$ cat src/common/mspi_pkg.sv
// Buffer geometry, SPI word types and command word field positions
// Host start handshake state encoding
package mspi_pkg;

    // Buffer geometry
    localparam int buf_size    = 256;
    localparam int buf_adwidth = $clog2(buf_size);

    // SPI side sizes
    localparam int ss_width = 4;
    localparam int word_w   = 32;

    typedef logic [word_w-1:0]           spi_word_t;
    typedef logic [buf_adwidth-1:0]      buf_addr_t;
    typedef logic [$clog2(ss_width)-1:0] cs_sel_t;
    typedef logic [ss_width-1:0]         ss_vec_t;
    typedef logic [$clog2(word_w)-1:0]   bit_cnt_t;

    ////////////////////////////////////////
    // Command word layout
    ////////////////////////////////////////

    // Start level
    localparam int cmd_start_bit = 0;
    // Last word index, buf_adwidth bits wide
    localparam int cmd_len_lsb   = 2;
    // Chip select index in the top bits
    localparam int cmd_cs_lsb    = 30;

    // Host side start handshake
    typedef enum logic [1:0] {
        cdc_idle_lo,
        cdc_wait_hi,
        cdc_idle_hi,
        cdc_wait_lo
    } cdc_state_t;

endpackage

$ cat src/mspi_intf/mspi_shift_exec.sv
// Word and bit counter, transmit buffer read addressing
// MOSI shift register, chip select decode and activity flag
`timescale 1ns/1ps

module mspi_shift_exec (
    input  logic                sclk,
    input  logic                rst_n_sclk,
    input  logic                start_pulse,
    input  mspi_pkg::buf_addr_t last_wd,
    input  mspi_pkg::cs_sel_t   cs_sel,
    output mspi_pkg::buf_addr_t tx_rd_addr,
    input  mspi_pkg::spi_word_t tx_rd_data,
    output logic                mosi,
    output mspi_pkg::ss_vec_t   ss_n,
    output logic                spi_active,
    output logic                word_done,
    output mspi_pkg::buf_addr_t word_idx,
    output logic                sel_active
);

    import mspi_pkg::*;

    logic      trans_en;
    logic      trans_en_d;
    buf_addr_t wd_cnt;
    bit_cnt_t  bit_cnt;
    logic      last_bit;
    spi_word_t tx_shift;

    assign last_bit   = &bit_cnt;
    assign spi_active = trans_en | trans_en_d;

    // Handed to the result block
    assign word_done  = trans_en & last_bit;
    assign word_idx   = wd_cnt;
    assign sel_active = ~&ss_n;

    ////////////////////////////////////////
    // Transfer control
    ////////////////////////////////////////

    always_ff @(posedge sclk or negedge rst_n_sclk) begin
        if (!rst_n_sclk) begin
            trans_en   <= 1'b0;
            trans_en_d <= 1'b0;
            wd_cnt     <= '0;
            bit_cnt    <= '0;
            tx_rd_addr <= '0;
        end else begin
            if (start_pulse) begin
                trans_en <= 1'b1;
            end else if (trans_en && last_bit && wd_cnt == last_wd) begin
                trans_en <= 1'b0;
            end
            trans_en_d <= trans_en;

            // Word index sits above the bit index in one counter
            if (trans_en) begin
                {wd_cnt, bit_cnt} <= {wd_cnt, bit_cnt} + 1'b1;
            end else begin
                {wd_cnt, bit_cnt} <= '0;
            end

            // Address runs one word ahead of the shifter
            if (start_pulse || (trans_en && last_bit)) begin
                tx_rd_addr <= tx_rd_addr + 1'b1;
            end else if (!spi_active) begin
                tx_rd_addr <= '0;
            end
        end
    end

    // Word 0 is already on tx_rd_data while idle
    always_ff @(posedge sclk) begin
        if (start_pulse || (trans_en && last_bit)) begin
            tx_shift <= tx_rd_data;
        end else begin
            tx_shift <= {tx_shift[word_w-2:0], 1'b0};
        end
    end

    ////////////////////////////////////////
    // Pin drivers on the falling edge
    ////////////////////////////////////////

    always_ff @(negedge sclk or negedge rst_n_sclk) begin
        if (!rst_n_sclk) begin
            mosi <= 1'b0;
            ss_n <= '1;
        end else begin
            mosi <= trans_en ? tx_shift[word_w-1] : 1'b0;
            // One-hot low at cs_sel while transferring
            ss_n <= ~(ss_vec_t'(trans_en) << cs_sel);
        end
    end

endmodule

$ cat config.mk
export PLATFORM = sky130hd
export DESIGN_NAME = mspi_shift_exec
export DESIGN_NICKNAME = d
export VERILOG_FILES = /design/src/common/mspi_pkg.sv /design/src/mspi_intf/mspi_shift_exec.sv
export SDC_FILE = /design/constraint.sdc
export NUM_CORES = 1
export LEC_CHECK = 0
export ABC_AREA = 1
export BUFFER_PORTS_ARGS = -buffer_cell sky130_fd_sc_hd__buf_4
export CORE_AREA = 2 2 83 85
export CTS_CLUSTER_DIAMETER = 80
export CTS_CLUSTER_SIZE = 25
export DETAILED_ROUTE_END_ITERATION = 12
export DIE_AREA = 0 0 85 87
export GPL_TIMING_DRIVEN = 0
export SLEW_MARGIN = 20
export SYNTH_ARGS = -nofsm -noshare
export SYNTH_HDL_FRONTEND = slang
export SYNTH_SLANG_ARGS = --single-unit
$ cat constraint.sdc
create_clock -name sclk -period 3.9 [get_ports sclk]
set_clock_uncertainty 0.1 [all_clocks]
set_input_delay 0.39 -clock sclk [delete_from_list [all_inputs] [get_ports sclk]]
set_output_delay 0.39 -clock sclk [all_outputs]
set_load 0.005 [all_outputs]
After elaboration in Yosys (flattened, before gate mapping)
Cells that the tools add are included.

word-level totals
  logic and storage cells = 32
  output and inout port bits = 24
  register bits = 60

cells by class
  equality and inequality tests = 2
  shifts and indexed selects = 1
  add/sub/neg operators = 2
  bitwise gates (word level) = 3
  reduce and logical (&&, ||, !) cells = 7
  mux-type cells = 8

operator list
  operator                 number
  $mux W32                 1
  $mux W8                  3
  $add A13 B1 Y13 const B  1
  $add A8 B1 Y8 const B    1
  $eq A8 B8 Y1             1
  $mux W5                  1
  $reduce_and A5 Y1        1
  $not A4 Y4               1
  $reduce_and A4 Y1        1
  $shl A1 B2 Y4            1
  $mux W1                  3
  $logic_and A1 B1 Y1      2
  $ne A2 B1 Y1 const B     1
  $reduce_bool A2 Y1       1
  $and A1 B1 Y1            1
  $logic_not A1 Y1         1
  $logic_or A1 B1 Y1       1
  $or A1 B1 Y1             1

Longest topological paths before layout
  depth in word-level cells = 5
  mapped depth = 11
  depth with buffers taken out = 11

==> flow_summary.yaml <==
floorplan:
  io_pins: 69
  die_w_um: 85
  start_util: 0.3846
  die_area_mm2: 0.007395
  row_count: 30
  coreArea_mm2: 0.006569
  die_y_um: 87
critical_path:
  critPathKind: "reg2out"
  path_cells: "nand4_1, buf_4"
  slowest_delay_ns: 0.51
  critPathSlowestCell: "dfstp_2"
  crit_buf_inv: 1
  worst-path-stages: 2
  cp-start-kind: "flip-flop"
  cp.required_ns: 3.41
  crit_family: "flip-flops"
  cp_max_fo: 2
  arrival_ns: 3.07
  endpoint_kind: "output port"
  reg2reg_depth: 4
finish:
  fin_nets: 449
  antenna_cells: 0
  fin_area_mm2: 0.003347
  post-route-util: 0.5095
  drive_gt1_frac: 0.2709
  area_growth_pct: 32.49
  fill_cells: 655
  fin_cells: 486
synthesis:
  yosysTopAreaCell: "dfxtp_1"
  netlist_top_cells_count: "nand2_1 (140), dfxtp_1 (32), inv_1 (30)"
  synthTopCellsByArea: "dfxtp_1 (25%), dfrtp_1 (23%), nand2_1 (21%), inv_1 (4.5%), dfstp_2 (4.2%)"
  synth.most_common_cell: "nand2_1"
  synth_top_area_frac: 0.2536
  synth_cell_types: 27
  async_flop_share: 0.4667
  syn_avg_cell_area_um2: 7.944
  synth_ff_type: "dfxtp_1"
  synthCells: 318
  ys_ff_latch: 60
  yosysWarnings: 0
  synth_edf_count: 0
  synth.net_count: 366
  synth_area_mm2: 0.002526
  seq_area_frac_synth: 0.5329
clock_tree:
  cts_root_buffer: "clkbuf_8"
  h-tree-depth: 3
  clkSlewWorstSetupHoldPaths_ns: 0.07
  cts_tree: "done"
  clk_latency_ns: 0.33
  cts_buffer_depth: 2
  cts_sinks: 60
  cts_buffers: 9
detailed_routing:
  drt_iter0_drc: 96
  drtAntennaViolNets: 0
  drt_first_pass_iters: 4
  wl_per_cell_um: 10.76
  drc_errors: 0
  viasPerCell: 4.477
  vias: 2176
  drt_wl_total_um: 5228
grt:
  grt_pass1_wl_um: 8818
  grt_pass1_vias: 2059
  grt_overflow: 0
  track_usage: 0.1504
  grt_max_degree: 29
  antenna_found_initial: 0
sta:
  rsz0062_at_grt: "no"
  relSlewSlack: 0.7624
  slew_viol_final: 0
  tns_ns: 0
  setup_viol: 0
  hold_viol_final: 0
  worst_pin_slew_ns: 0.3564
placement:
  placed_area_mm2: 0.003137
  portBuffers: 68
  place_congestion: 0.8284
  dp_cells: 466
  dpl.hpwl_um: 3869
power_and_ir_drop:
  p_leak_nw: 1.781
  power.total_mw: 1.807
  vdd_drop_max_mv: 0.2728
  power_density_mw_per_mm2: 540.0
run:
  drv_cap: 0
min_path:
  hold_class: "in2reg"
  holdPathStages: 3
status:
  status: "completed"
## metal layers
metal	global-route usage	share of wire	vias to the layer above
met5	0	0	-
met4	0.07359	0.020	0
met3	0.03981	0.061	9
met2	0.2472	0.47	60
met1	0.1835	0.45	970
li1	-	-	1137
## per-stage QoR
stage | hold WS [ns] | setup WS [ns]
after floorplan | -0.005591 | 0.8406
after global placement | 0.2308 | 0.7322
after detailed placement | 0.2324 | 0.7154
after CTS | 0.1341 | 0.3245
after global routing | 0.1411 | 0.2856
final | 0.1462 | 0.3368
## area by class of cell
type / count / area, um2 / share of cell area
Tap cell: 80 / 100.1 / 0.02991
Sequential cell: 60 / 1346 / 0.4022
Clock inverter: 11 / 80.08 / 0.02393
Buffer: 9 / 72.57 / 0.02168
Multi-Input combinational cell: 218 / 988.4 / 0.2953
Timing Repair Buffer: 69 / 520.5 / 0.1555
Inverter: 30 / 115.1 / 0.03439
Clock buffer: 9 / 123.9 / 0.03701
## cells by family (layout without fill, tap and decap cells)
kind of cell / Yosys count / in the layout / synth area share
AOI/OAI and AO/OA: 19 / 19 / 0.03913
xor gates and xnor gates: 4 / 4 / 0.01387
adders and majority gates: 3 / 3 / 0.01486
buffers and inverters: 40 / 128 / 0.07578
DFF: 60 / 60 / 0.5329
and+or+nand+nor: 192 / 192 / 0.3234
## cells in the final DEF, fill, tap and decap left out, drive strengths merged
cell type / instances
dlygate4sd3: 1
ha: 3
buf: 77
nand3: 13
dfxtp: 32
o21bai: 1
nand2: 143
nor3: 1
dfrtn: 1
clkinv: 3
clkbuf: 9
o21ai: 11
xor2: 2
dfrtp: 23
clkinvlp: 2
nor2: 26
a31oi: 1
dfstp: 4
or2: 3
bufinv: 1
nand4: 6
a21oi: 6
xnor2: 2
inv: 35
## path summary, 6_finish.rpt
path                                    start           to  slack (ns)
worst max-delay path                  ss_n[2]   sel_active        0.34
max in group asynchronous          rst_n_sclk      ss_n[0]        1.06
worst max register to register       trans_en         mosi        0.86
min in group asynchronous          rst_n_sclk  word_idx[2]        0.42
worst min-delay path            tx_rd_data[7]  tx_shift[7]        0.15
worst min register to register       trans_en   trans_en_d        0.31
## power by group
part	total, mW	switching, mW	leakage (nW)	internal [mW]
Combinational	0.427	0.224	1.06	0.204
Sequential	0.832	0.0869	0.610	0.745
Clock	0.548	0.252	0.114	0.296
Total	1.81	0.563	1.78	1.24
## registers in the layout (all words and copies together) (netlist names)
name        cells
tx_shift       32
tx_rd_addr      8
word_idx        8
bit_cnt         5
ss_n            4
mosi            1
trans_en        1
trans_en_d      1
## tightest hold or removal path, cell delays in order
cell and delay (ns):
buf_4 0.08, nand2_1 0.04, nand2_1 0.05
## what timing repair did
item	4_1_cts	5_1_grt
hold endpoints to repair	23	0
buffers inserted	0	0
hold buffers	1	0
endpoints found under the setup margin	0	0
resized for setup	0	0
No activity file was read; power rests on OpenSTA's default activity.
