[src/common/mspi_pkg.sv]
// Buffer geometry, SPI word types and command word field positions
// Host start handshake state encoding
package mspi_pkg;

    // Buffer geometry
    localparam int buf_size    = 256;
    localparam int buf_adwidth = $clog2(buf_size);

    // SPI side sizes
    localparam int ss_width = 4;
    localparam int word_w   = 32;

    typedef logic [word_w-1:0]           spi_word_t;
    typedef logic [buf_adwidth-1:0]      buf_addr_t;
    typedef logic [$clog2(ss_width)-1:0] cs_sel_t;
    typedef logic [ss_width-1:0]         ss_vec_t;
    typedef logic [$clog2(word_w)-1:0]   bit_cnt_t;

    ////////////////////////////////////////
    // Command word layout
    ////////////////////////////////////////

    // Start level
    localparam int cmd_start_bit = 0;
    // Last word index, buf_adwidth bits wide
    localparam int cmd_len_lsb   = 2;
    // Chip select index in the top bits
    localparam int cmd_cs_lsb    = 30;

    // Host side start handshake
    typedef enum logic [1:0] {
        cdc_idle_lo,
        cdc_wait_hi,
        cdc_idle_hi,
        cdc_wait_lo
    } cdc_state_t;

endpackage

[src/mspi_intf/mspi_rx_result.sv]
// MISO word assembly and receive buffer write port
`timescale 1ns/1ps

module mspi_rx_result (
    input  logic                sclk,
    input  logic                rst_n_sclk,
    input  logic                miso,
    input  logic                sel_active,
    input  logic                word_done,
    input  mspi_pkg::buf_addr_t word_idx,
    output logic                rx_we,
    output mspi_pkg::buf_addr_t rx_waddr,
    output mspi_pkg::spi_word_t rx_wdata
);

    import mspi_pkg::*;

    // Sampled on the rising edge, MSB arrives first
    always_ff @(posedge sclk) begin
        if (sel_active) begin
            rx_wdata <= {rx_wdata[word_w-2:0], miso};
        end
    end

    // Write lands one cycle after the last bit is in
    always_ff @(posedge sclk or negedge rst_n_sclk) begin
        if (!rst_n_sclk) begin
            rx_we <= 1'b0;
        end else begin
            rx_we <= word_done;
        end
    end

    always_ff @(posedge sclk) begin
        if (word_done) begin
            rx_waddr <= word_idx;
        end
    end

endmodule

[config.mk]
export PLATFORM = sky130hd
export DESIGN_NAME = mspi_rx_result
export DESIGN_NICKNAME = d
export VERILOG_FILES = /design/src/common/mspi_pkg.sv /design/src/mspi_intf/mspi_rx_result.sv
export SDC_FILE = /design/constraint.sdc
export NUM_CORES = 1
export LEC_CHECK = 0
export BUFFER_PORTS_ARGS = -buffer_cell sky130_fd_sc_hd__buf_4
export CORE_ASPECT_RATIO = 1.4
export CORE_MARGIN = 5
export CORE_UTILIZATION = 48
export CTS_CLUSTER_DIAMETER = 50
export DETAILED_ROUTE_END_ITERATION = 8
export PLACE_DENSITY = 0.81
export REMOVE_ABC_BUFFERS = 1
export SYNTH_ARGS = -nofsm -noshare
export SYNTH_HDL_FRONTEND = slang
export SYNTH_SLANG_ARGS = --single-unit
[constraint.sdc]
create_clock -name sclk -period 1.8 [get_ports sclk]
set_input_delay 0.09 -clock sclk [delete_from_list [all_inputs] [get_ports sclk]]
set_output_delay 0.09 -clock sclk [all_outputs]
set_load 0.05 [all_outputs]
# Word level (Yosys, flattened, before mapping)

Cells that the tools add are included.

Bits in writable memories: 0
Memories kept: 0
Input bits: 13
Memory bits (read-only): 0
Latch bits: 0
Logic and storage cells: 3
Output and inout port bits: 41
Register bits: 41

Bitwise operators: 0
Multiplexer cells: 0
Eq/ne operators: 0
Reductions and logical operators: 0
$add $sub $neg: 0
Shift-type cells: 0
Div/mod/pow operators: 0
Multipliers: 0
$lt $le $gt $ge: 0

# Depth between registers and ports, before layout

Gate-level depths: netlist of run 1.

Depth after elaboration: 0
Mapped depth: 0
Mapped depth without buffers: 0

# Worst setup path before layout of run 1

OpenSTA, ideal clock, no wires.

Path type: flip-flop to flip-flop
Start point: register rx_wdata[9]
End point: register rx_wdata[10] (data pin)
Cell stages (with the launch flop): 1
Buffers on the path: 0
Slack: 871 ps
Arrival time: 579 ps
Period minus slack after synthesis: 929 ps
Data required time: 1450 ps
Setup time: 350 ps
Cell sequence: edfxtp_1

RTL lines:

| what                   | line                 | RTL |
|---|---|---|
| start, declared        | mspi_rx_result.sv:13 | `output mspi_pkg::spi_word_t rx_wdata` |
| start signal, assigned | mspi_rx_result.sv:21 | `rx_wdata <= {rx_wdata[word_w-2:0], miso};` |

No word-level cell between the ends.

# Final worst setup path of run 1

Start point: register rx_wdata[20]
End point: output rx_wdata[20]

No word-level cell between the ends.

==> results.yml, run 1 <==
timing:
  fin_skew_ps: 13.60
  fmax_mhz: 924.6
  rsz0062_at_grt: "no"
  final-max-slew-violation-count: 0
  min_period_ps: 1082
  slew_headroom_pct: 74.95
  finalCritPeriodShare_pct: 60.09
  tightest_slew_ps: 375.7
  finalSetupViolations: 0
  hold_viol_final: 0
  finalSetupTns_ps: 0
synth:
  syn-cell-area_sq_um: 1226
  yosysUniqueCellTypes: 2
  synthAdderAreaFrac_pct: 0
  synth_mux_area_share_pct: 0
  synth-simple-area-share_pct: 0
  synthXorXnorAreaFrac_pct: 0
  syn_avg_cell_area_sq_um: 29.91
  synth-seq-area-share_pct: 100.0
  yosysWarnings: 0
  ys_ff_latch: 41
  netlist_instances: 41
  synth-compound-area-share_pct: 0
final_layout:
  syn2layout_area_growth_pct: 50.00
  antennaDiodeCount: 0
  final_area_sq_um: 1839
  multi_input_gates: 0
  final_common_cell: "buf_4"
  multi_input_area_sq_um: 0
  layout.cells.non_filler: 147
  nets: 125
  drive_gt1_share_pct: 53.10
  layout_common_cells: "buf_4 (53), edfxtp_1 (40), dlygate4sd3_1 (11)"
  finalCoreUtilization_pct: 76.09
power_and_ir_drop:
  p_leak_nw: 0.7352
  p_int_mw: 1.403
  seqPwrFrac_pct: 58.7
  power_density_nw_per_um2: 1056
  clkPwrFrac_pct: 23.9
  peakVddDrop_mv: 0.6489
  p_sw_mw: 0.5383
  p_comb_share_pct: 17.4
  total_power_mw: 1.942
  swShare_pct: 27.72
setup_path:
  crit_family: "flip-flops"
  worstPathCellList: "buf_4"
  ff2ff_path_depth: 0
  slowest_stage: "edfxtp_1"
  crit_path_max_incr_delay_ps: 450
  r2r-end: "rx_wdata[21]$_DFFE_PP_"
  crit_path_end_kind: "primary output"
  path_max_fanout: 2
  path_class: "register to primary output"
  reg2reg_setup_slack_ps: 1100
  reg2reg_from: "rx_wdata[20]$_DFFE_PP_"
  cp_num_buf_inv: 1
  crit_required_ps: 1710
  arrival_ps: 990
  start_kind: "register"
detailed_routing:
  drc_errors: 0
  detail_route.wl_per_cell_microns: 16.26
  viasPerCell: 4.571
  num_vias: 672
  drt-initial-drc-count: 18
  drtPass1Iterations: 6
  wirelength_mm: 2.390
  ant_nets: 0
clocking:
  numCtsBuffers: 5
  cts_tree: "built"
  h-tree-depth: 2
  cts_root_buf: "clkbuf_4"
  clk-insertion-delay-late_ps: 330
  clockBufferDepth: 2
  post-cts-setup-buffer-count: 0
  path_clk_slew_ps: 110
  cts_sinks: 41
floorplanning:
  core_sq_um: 2417
  die_w_microns: 52.72
  die-area_sq_um: 3680
  ios: 54
  start_util_pct: 50.72
  die_h_microns: 69.80
  placementRows: 21
global_route:
  grt_use_total_pct: 14.62
  grtUsageMet1_pct: 18.05
  gr-total-overflow: 0
  grtUsageMet2_pct: 21.69
  grt_max_degree: 33
  grt_antenna_before_repair: 0
  grt_use_met3_pct: 8.387
  grt-busiest-layer: "met2"
  grt_pass1_wl_mm: 3.719
  grt_pass1_vias: 734
place:
  placed_area_sq_um: 1667
  hpwl_mm: 1.484
  dpl.cell_count: 128
  portBuffers: 53
  place.gp.congestion: 0.6128
run:
  cap_violations: 0
hold_path:
  worstHoldPathType: "primary input to asynchronous set/reset pin"
status:
  outcome: "finished, final reports clean"
through the flow:
stage / setup slack [ps] / hold slack, ps
after CTS: 720.5 / 36.89
after floorplan: 871.4 / -205.6
after global placement: 1030 / -134.3
after global routing: 680.6 / 30.95
after detailed placement: 997.2 / -133.8
final: 718.4 / 57.91
area by class of cell:
type	instances	area, sq um
Clock buffer	7	55.05
Clock inverter	1	7.507
Fill cell	146	578.1
Sequential cell	41	1226
Tap cell	34	42.54
Timing Repair Buffer	64	508.0
Yosys cell counts, drive strengths merged:
| master | n | area (sq um) |
|---|---|---|
| dfrtp | 1 | 25.02 |
| edfxtp | 40 | 1201 |
layer usage:
layer	wire length, microns	part of all wire, %	vias up
met2	1140	48	48
met5	0	0	-
li1	-	-	306
met4	10	0.42	0
met1	954	40	316
met3	285	12	2
state kept, by name (all words and copies together), names as in the netlist:
register  count
rx_waddr      8
rx_wdata     32
rx_we         1
power by group through the flow:
| stage | Clock (mW) | Combinational (mW) | Sequential [mW] |
|---|---|---|---|
| 2_1_floorplan | 0 | 0 | 1.35 |
| 3_3_place_gp | 0 | 0.317 | 1.16 |
| 3_5_place_dp | 0 | 0.320 | 1.16 |
| 4_1_cts | 0.471 | 0.339 | 1.14 |
| 5_1_grt | 0.523 | 0.349 | 1.15 |
| 6_report | 0.464 | 0.338 | 1.14 |
cell families after synthesis:
group / after synthesis
flops: 41
worst max path at each step:
stage,start,end,slack [ps],cells past startpoint
floorplan,rx_wdata[9]$_DFFE_PP_,rx_wdata[10]$_DFFE_PP_,870,0
global placement,sel_active,rx_wdata[16]$_DFFE_PP_,1030,1
detailed placement,sel_active,rx_wdata[11]$_DFFE_PP_,1000,1
CTS,rx_wdata[20]$_DFFE_PP_,rx_wdata[20],720,1
global route,rx_wdata[16]$_DFFE_PP_,rx_wdata[16],680,1
finish,rx_wdata[20]$_DFFE_PP_,rx_wdata[20],720,1
what timing repair did:
action                                 4_1_cts  5_1_grt
resized for setup                            0        0
hold buffers                                11        0
endpoints found under the hold margin       11        0
Note: power is estimated with default switching activity, not from simulation.
==> run 2, diff against run 1 <==
Settings changed: CORE_UTILIZATION 48 to 40, PLACE_DENSITY 0.81 to 0.72.
Clock period 1.8 ns to 0.95 ns, I/O delays scaled along.
==> results.yml, run 2 (synthesis results as in run 1) <==
status:
  outcome: "finished, final reports clean"
timing:
  fin_skew_ps: 2.436
  tightest_slew_ps: 372.6
  setup_ws_ps: 16.75
  finalCritPeriodShare_pct: 98.24
  min_period_ps: 933.2
  fmax_mhz: 1072
  hold_viol_final: 0
  final-max-slew-violation-count: 0
  slew_headroom_pct: 75.16
  whs_ps: 78.65
  rsz0062_at_grt: "yes"
  finalSetupViolations: 0
clocking:
  cts_sinks: 41
  numCtsBuffers: 5
  cts_tree: "built"
  h-tree-depth: 2
  clk-insertion-delay-late_ps: 280
  clockBufferDepth: 2
  cts_root_buf: "clkbuf_8"
  path_clk_slew_ps: 70
setup_path:
  crit_family: "flip-flops"
  path_max_fanout: 2
  worstPathCellList: "buf_6"
  crit_path_end_kind: "primary output"
  start_kind: "register"
  crit_required_ps: 900
  crit_path_max_incr_delay_ps: 430
  arrival_ps: 890
  slowest_stage: "edfxtp_1"
  cp_num_buf_inv: 1
  path_class: "register to primary output"
hold_path:
  worstHoldPathType: "primary input to asynchronous set/reset pin"
final_layout:
  syn2layout_area_growth_pct: 68.57
  largest_reg_flops: 32
  final_area_sq_um: 2067
  largest_register: "rx_wdata"
  drive_gt1_share_pct: 56.10
  antennaDiodeCount: 0
  fillCellCount: 176
  nets: 136
  layout.area.seq_sq_um: 1226
  multi_input_gates: 0
  layout_common_cells: "edfxtp_1 (40), buf_6 (34), buf_4 (30)"
  final_common_cell: "edfxtp_1"
  reg.largest.list: "rx_wdata (32), rx_waddr (8), rx_we (1)"
  multi_input_area_sq_um: 0
global_route:
  grt_antenna_before_repair: 0
  grt_pass1_vias: 672
  grt_use_total_pct: 11.70
  grt_pass1_wl_mm: 3.525
  grt_max_degree: 33
  gr-total-overflow: 0
floorplanning:
  start_util_pct: 42.19
  placementRows: 23
  die_w_microns: 56.80
  ios: 54
  die_h_microns: 75.51
  core_sq_um: 2907
  die-area_sq_um: 4289
detailed_routing:
  wirelength_mm: 2.521
  num_vias: 706
  detail_route.wl_per_cell_microns: 15.76
  drtPass1Iterations: 4
  drc_errors: 0
  viasPerCell: 4.413
  drt-initial-drc-count: 20
  ant_nets: 0
power_and_ir_drop:
  p_comb_share_pct: 18.5
  peakVddDrop_mv: 1.406
  seqPwrFrac_pct: 55.9
  swShare_pct: 26.33
  p_sw_mw: 1.026
  power_density_nw_per_um2: 1886
  clkPwrFrac_pct: 25.6
  total_power_mw: 3.899
  p_leak_nw: 0.8376
  p_int_mw: 2.873
place:
  place_ws_ps: 190.3
  portBuffers: 53
  hpwl_mm: 1.530
  placed_area_sq_um: 1670
  place.gp.congestion: 0.6920
run:
  cap_violations: 0
## run 2: cell count changes in the layout (fill, tap and decap cells not counted), sizes merged
cell and delta:
clkbuf -1, clkinvlp -1, clkinv +1, buf +11
## run 2: worst paths after layout
| path | cells after the start | from | endpoint | slack (ps) |
|---|---|---|---|---|
| setup reg to reg | 1 | rx_wdata[15]$_DFFE_PP_ | rx_wdata[16]$_DFFE_PP_ | 140 |
| hold / removal | 2 | rst_n_sclk | rx_we$_DFF_PN0_ | 80 |
| min in group sclk | 1 | sel_active | rx_wdata[4]$_DFFE_PP_ | 210 |
| setup / recovery | 1 | rx_wdata[3]$_DFFE_PP_ | rx_wdata[3] | 20 |
| max in group asynchronous | 2 | rst_n_sclk | rx_we$_DFF_PN0_ | 790 |
| hold reg to reg | 0 | rx_wdata[4]$_DFFE_PP_ | rx_wdata[5]$_DFFE_PP_ | 470 |
## run 2: power by group through the flow
stage	Sequential, mW	Clock [mW]	Combinational [mW]
2_1_floorplan	2.56	0	0
3_3_place_gp	2.19	0	0.601
3_5_place_dp	2.20	0	0.605
4_1_cts	2.17	1.02	0.657
5_1_grt	2.19	1.12	0.748
6_report	2.18	0.996	0.723
## run 2: metrics by stage
stage          cells  util, %  setup TNS (ps)
4_1_cts          151    65.43               0
6_report         160    71.11               0
5_1_grt          160    71.11          -248.8
3_3_place_gp     131    57.47               0
2_1_floorplan     41        -               0
3_5_place_dp     131    57.47               0
## run 2: final cells by class
type                  instances  area share (%)
timing repair buffer         75           34.75
clock inverter                1          0.1816
tap                          37           2.240
sequential                   41           59.32
clock buffer                  6           3.511
## run 2: routing by layer
metal / wire length [microns] / global-route usage [%] / part of all wire [%] / vias up
met4: 31 / 4.639 / 1.2 / 0
met3: 370 / 8.136 / 15 / 3
li1: - / - / - / 326
met5: 0 / 0 / 0 / -
met1: 949 / 13.78 / 38 / 326
met2: 1170 / 16.84 / 46 / 51
## run 2: repair_timing
action / CTS / global route
gates resized for setup: 8 / 26
buffers inserted: 2 / 9
endpoints found under the hold margin: 11 / 0
hold buffers: 11 / 0
pin swaps: 0 / 0
cloned: 0 / 0
setup endpoints to repair: 9 / 33
==> run 3, diff against run 2 <==
Settings changed: MAX_ROUTING_LAYER set to met4.
Clock period 0.95 ns to 0.8 ns, I/O delays scaled along.
==> results.yml, run 3 (synthesis results as in run 1) <==
status:
  outcome: "complete, but fails checks"
  violations: "setup timing"
global_route:
  grt_antenna_before_repair: 0
  grt_pass1_vias: 823
  grt_max_degree: 19
  grt_pass1_wl_mm: 3.953
  grt_use_total_pct: 12.99
  gr-total-overflow: 0
detailed_routing:
  num_vias: 747
  drc_errors: 0
  detail_route.wl_per_cell_microns: 14.78
  wirelength_mm: 2.527
  drtPass1Iterations: 4
  viasPerCell: 4.368
  ant_nets: 0
  drt-initial-drc-count: 13
clocking:
  cts_tree: "built"
  clockBufferDepth: 2
  cts_root_buf: "clkbuf_8"
  cts_sinks: 41
  h-tree-depth: 2
  path_clk_slew_ps: 70
  numCtsBuffers: 5
  clk-insertion-delay-late_ps: 280
floorplanning:
  die-area_sq_um: 4289
  die_w_microns: 56.80
  start_util_pct: 42.19
  ios: 54
  die_h_microns: 75.51
  core_sq_um: 2907
  placementRows: 23
final_layout:
  layout.cells.non_filler: 171
  final_common_cell: "buf_6"
  syn2layout_area_growth_pct: 79.59
  multi_input_gates: 0
  fillCellCount: 180
  antennaDiodeCount: 0
  nets: 146
  layout_common_cells: "buf_6 (42), edfxtp_1 (40), buf_4 (30)"
  multi_input_area_sq_um: 0
  largest_reg_flops: 32
  reg.largest.list: "rx_wdata (32), rx_waddr (8), rx_we (1)"
  largest_register: "rx_wdata"
  drive_gt1_share_pct: 59.70
power_and_ir_drop:
  p_int_mw: 3.471
  seqPwrFrac_pct: 54.7
  peakVddDrop_mv: 1.483
  clkPwrFrac_pct: 25.5
  power_density_nw_per_um2: 2147
  total_power_mw: 4.728
  swShare_pct: 26.59
  p_leak_nw: 0.9091
  p_sw_mw: 1.257
  p_comb_share_pct: 19.8
setup_path:
  crit_required_ps: 760
  crit_path_max_incr_delay_ps: 420
  cp_num_buf_inv: 1
  arrival_ps: 880
  start_kind: "register"
  path_max_fanout: 2
  slowest_stage: "edfxtp_1"
  crit_family: "flip-flops"
  worstPathCellList: "buf_6"
  path_class: "register to primary output"
  crit_path_end_kind: "primary output"
hold_path:
  worstHoldPathType: "primary input to asynchronous set/reset pin"
timing:
  tightest_slew_ps: 124.2
  fin_skew_ps: 4.984
  setup_ws_ps: -122.4
  finalSetupTns_ps: -3875
  finalCritPeriodShare_pct: 115.3
  min_period_ps: 922.4
  final-max-slew-violation-count: 0
  hold_viol_final: 0
  finalSetupViolations: 44
  slew_headroom_pct: 91.72
  rsz0062_at_grt: "yes"
  fmax_mhz: 1084
place:
  place.gp.congestion: 0.6759
  place_ws_ps: 128.6
  dpl.cell_count: 133
  portBuffers: 53
  hpwl_mm: 1.600
run:
  cap_violations: 0
run 3: changes by cell type in the layout (fill, tap and decap cells not counted), sizes merged:
cell / previous run / this run
buf: 64 / 74
clkinv: 1 / 3
clkbuf: 6 / 5
run 3: path summary, 6_finish.rpt:
path | startpoint | to | slack, ps | cells past startpoint
min in group sclk | sel_active | rx_wdata[19]$_DFFE_PP_ | 140 | 2
hold reg to reg | rx_wdata[21]$_DFFE_PP_ | rx_wdata[22]$_DFFE_PP_ | 480 | 0
hold / removal | rst_n_sclk | rx_we$_DFF_PN0_ | 70 | 2
setup / recovery | rx_wdata[27]$_DFFE_PP_ | rx_wdata[27] | -120 | 1
max in group asynchronous | rst_n_sclk | rx_we$_DFF_PN0_ | 650 | 2
setup reg to reg | rx_wdata[18]$_DFFE_PP_ | rx_wdata[19]$_DFFE_PP_ | -10 | 1
run 3: through the flow:
step | hold slack (ps) | area [sq um] | util [%]
finish | 73.93 | 2202 | 75.76
detailed placement | -182.7 | 1710 | 58.85
floorplan | -255.6 | 1226 | -
CTS | 64.35 | 2168 | 74.60
global placement | -184.4 | 1710 | 58.85
global route | 63.91 | 2202 | 75.76
run 3: repair_timing:
action | 4_1_cts | 5_1_grt
setup endpoints to repair | 41 | 54
setup buffers | 15 | 4
hold endpoints to repair | 11 | 0
gates resized for setup | 41 | 1
hold buffers | 11 | 0
run 3: layer usage:
metal  up-vias  track usage (%)  share of wire, %
met4         0            3.866              0.63
li1        348                -                 -
met1       349            15.38                45
met2        48            21.08                46
met5         -                -                 0
met3         2            4.746               8.7
run 3: power groups by stage:
stage	Clock [mW]	Combinational (mW)	Sequential [mW]
floorplan	0	0	3.04
global placement	0	0.739	2.60
detailed placement	0	0.744	2.61
CTS	1.24	0.918	2.59
global route	1.36	0.966	2.60
finish	1.21	0.935	2.59
run 3: cell type report:
| cell class | instances | area, sq um | area share, % |
|---|---|---|---|
| Sequential cell | 41 | 1226 | 55.68 |
| Timing Repair Buffer | 85 | 848.3 | 38.52 |
| Tap cell | 37 | 46.29 | 2.102 |
| Clock inverter | 3 | 12.51 | 0.5682 |
| Clock buffer | 5 | 68.82 | 3.125 |
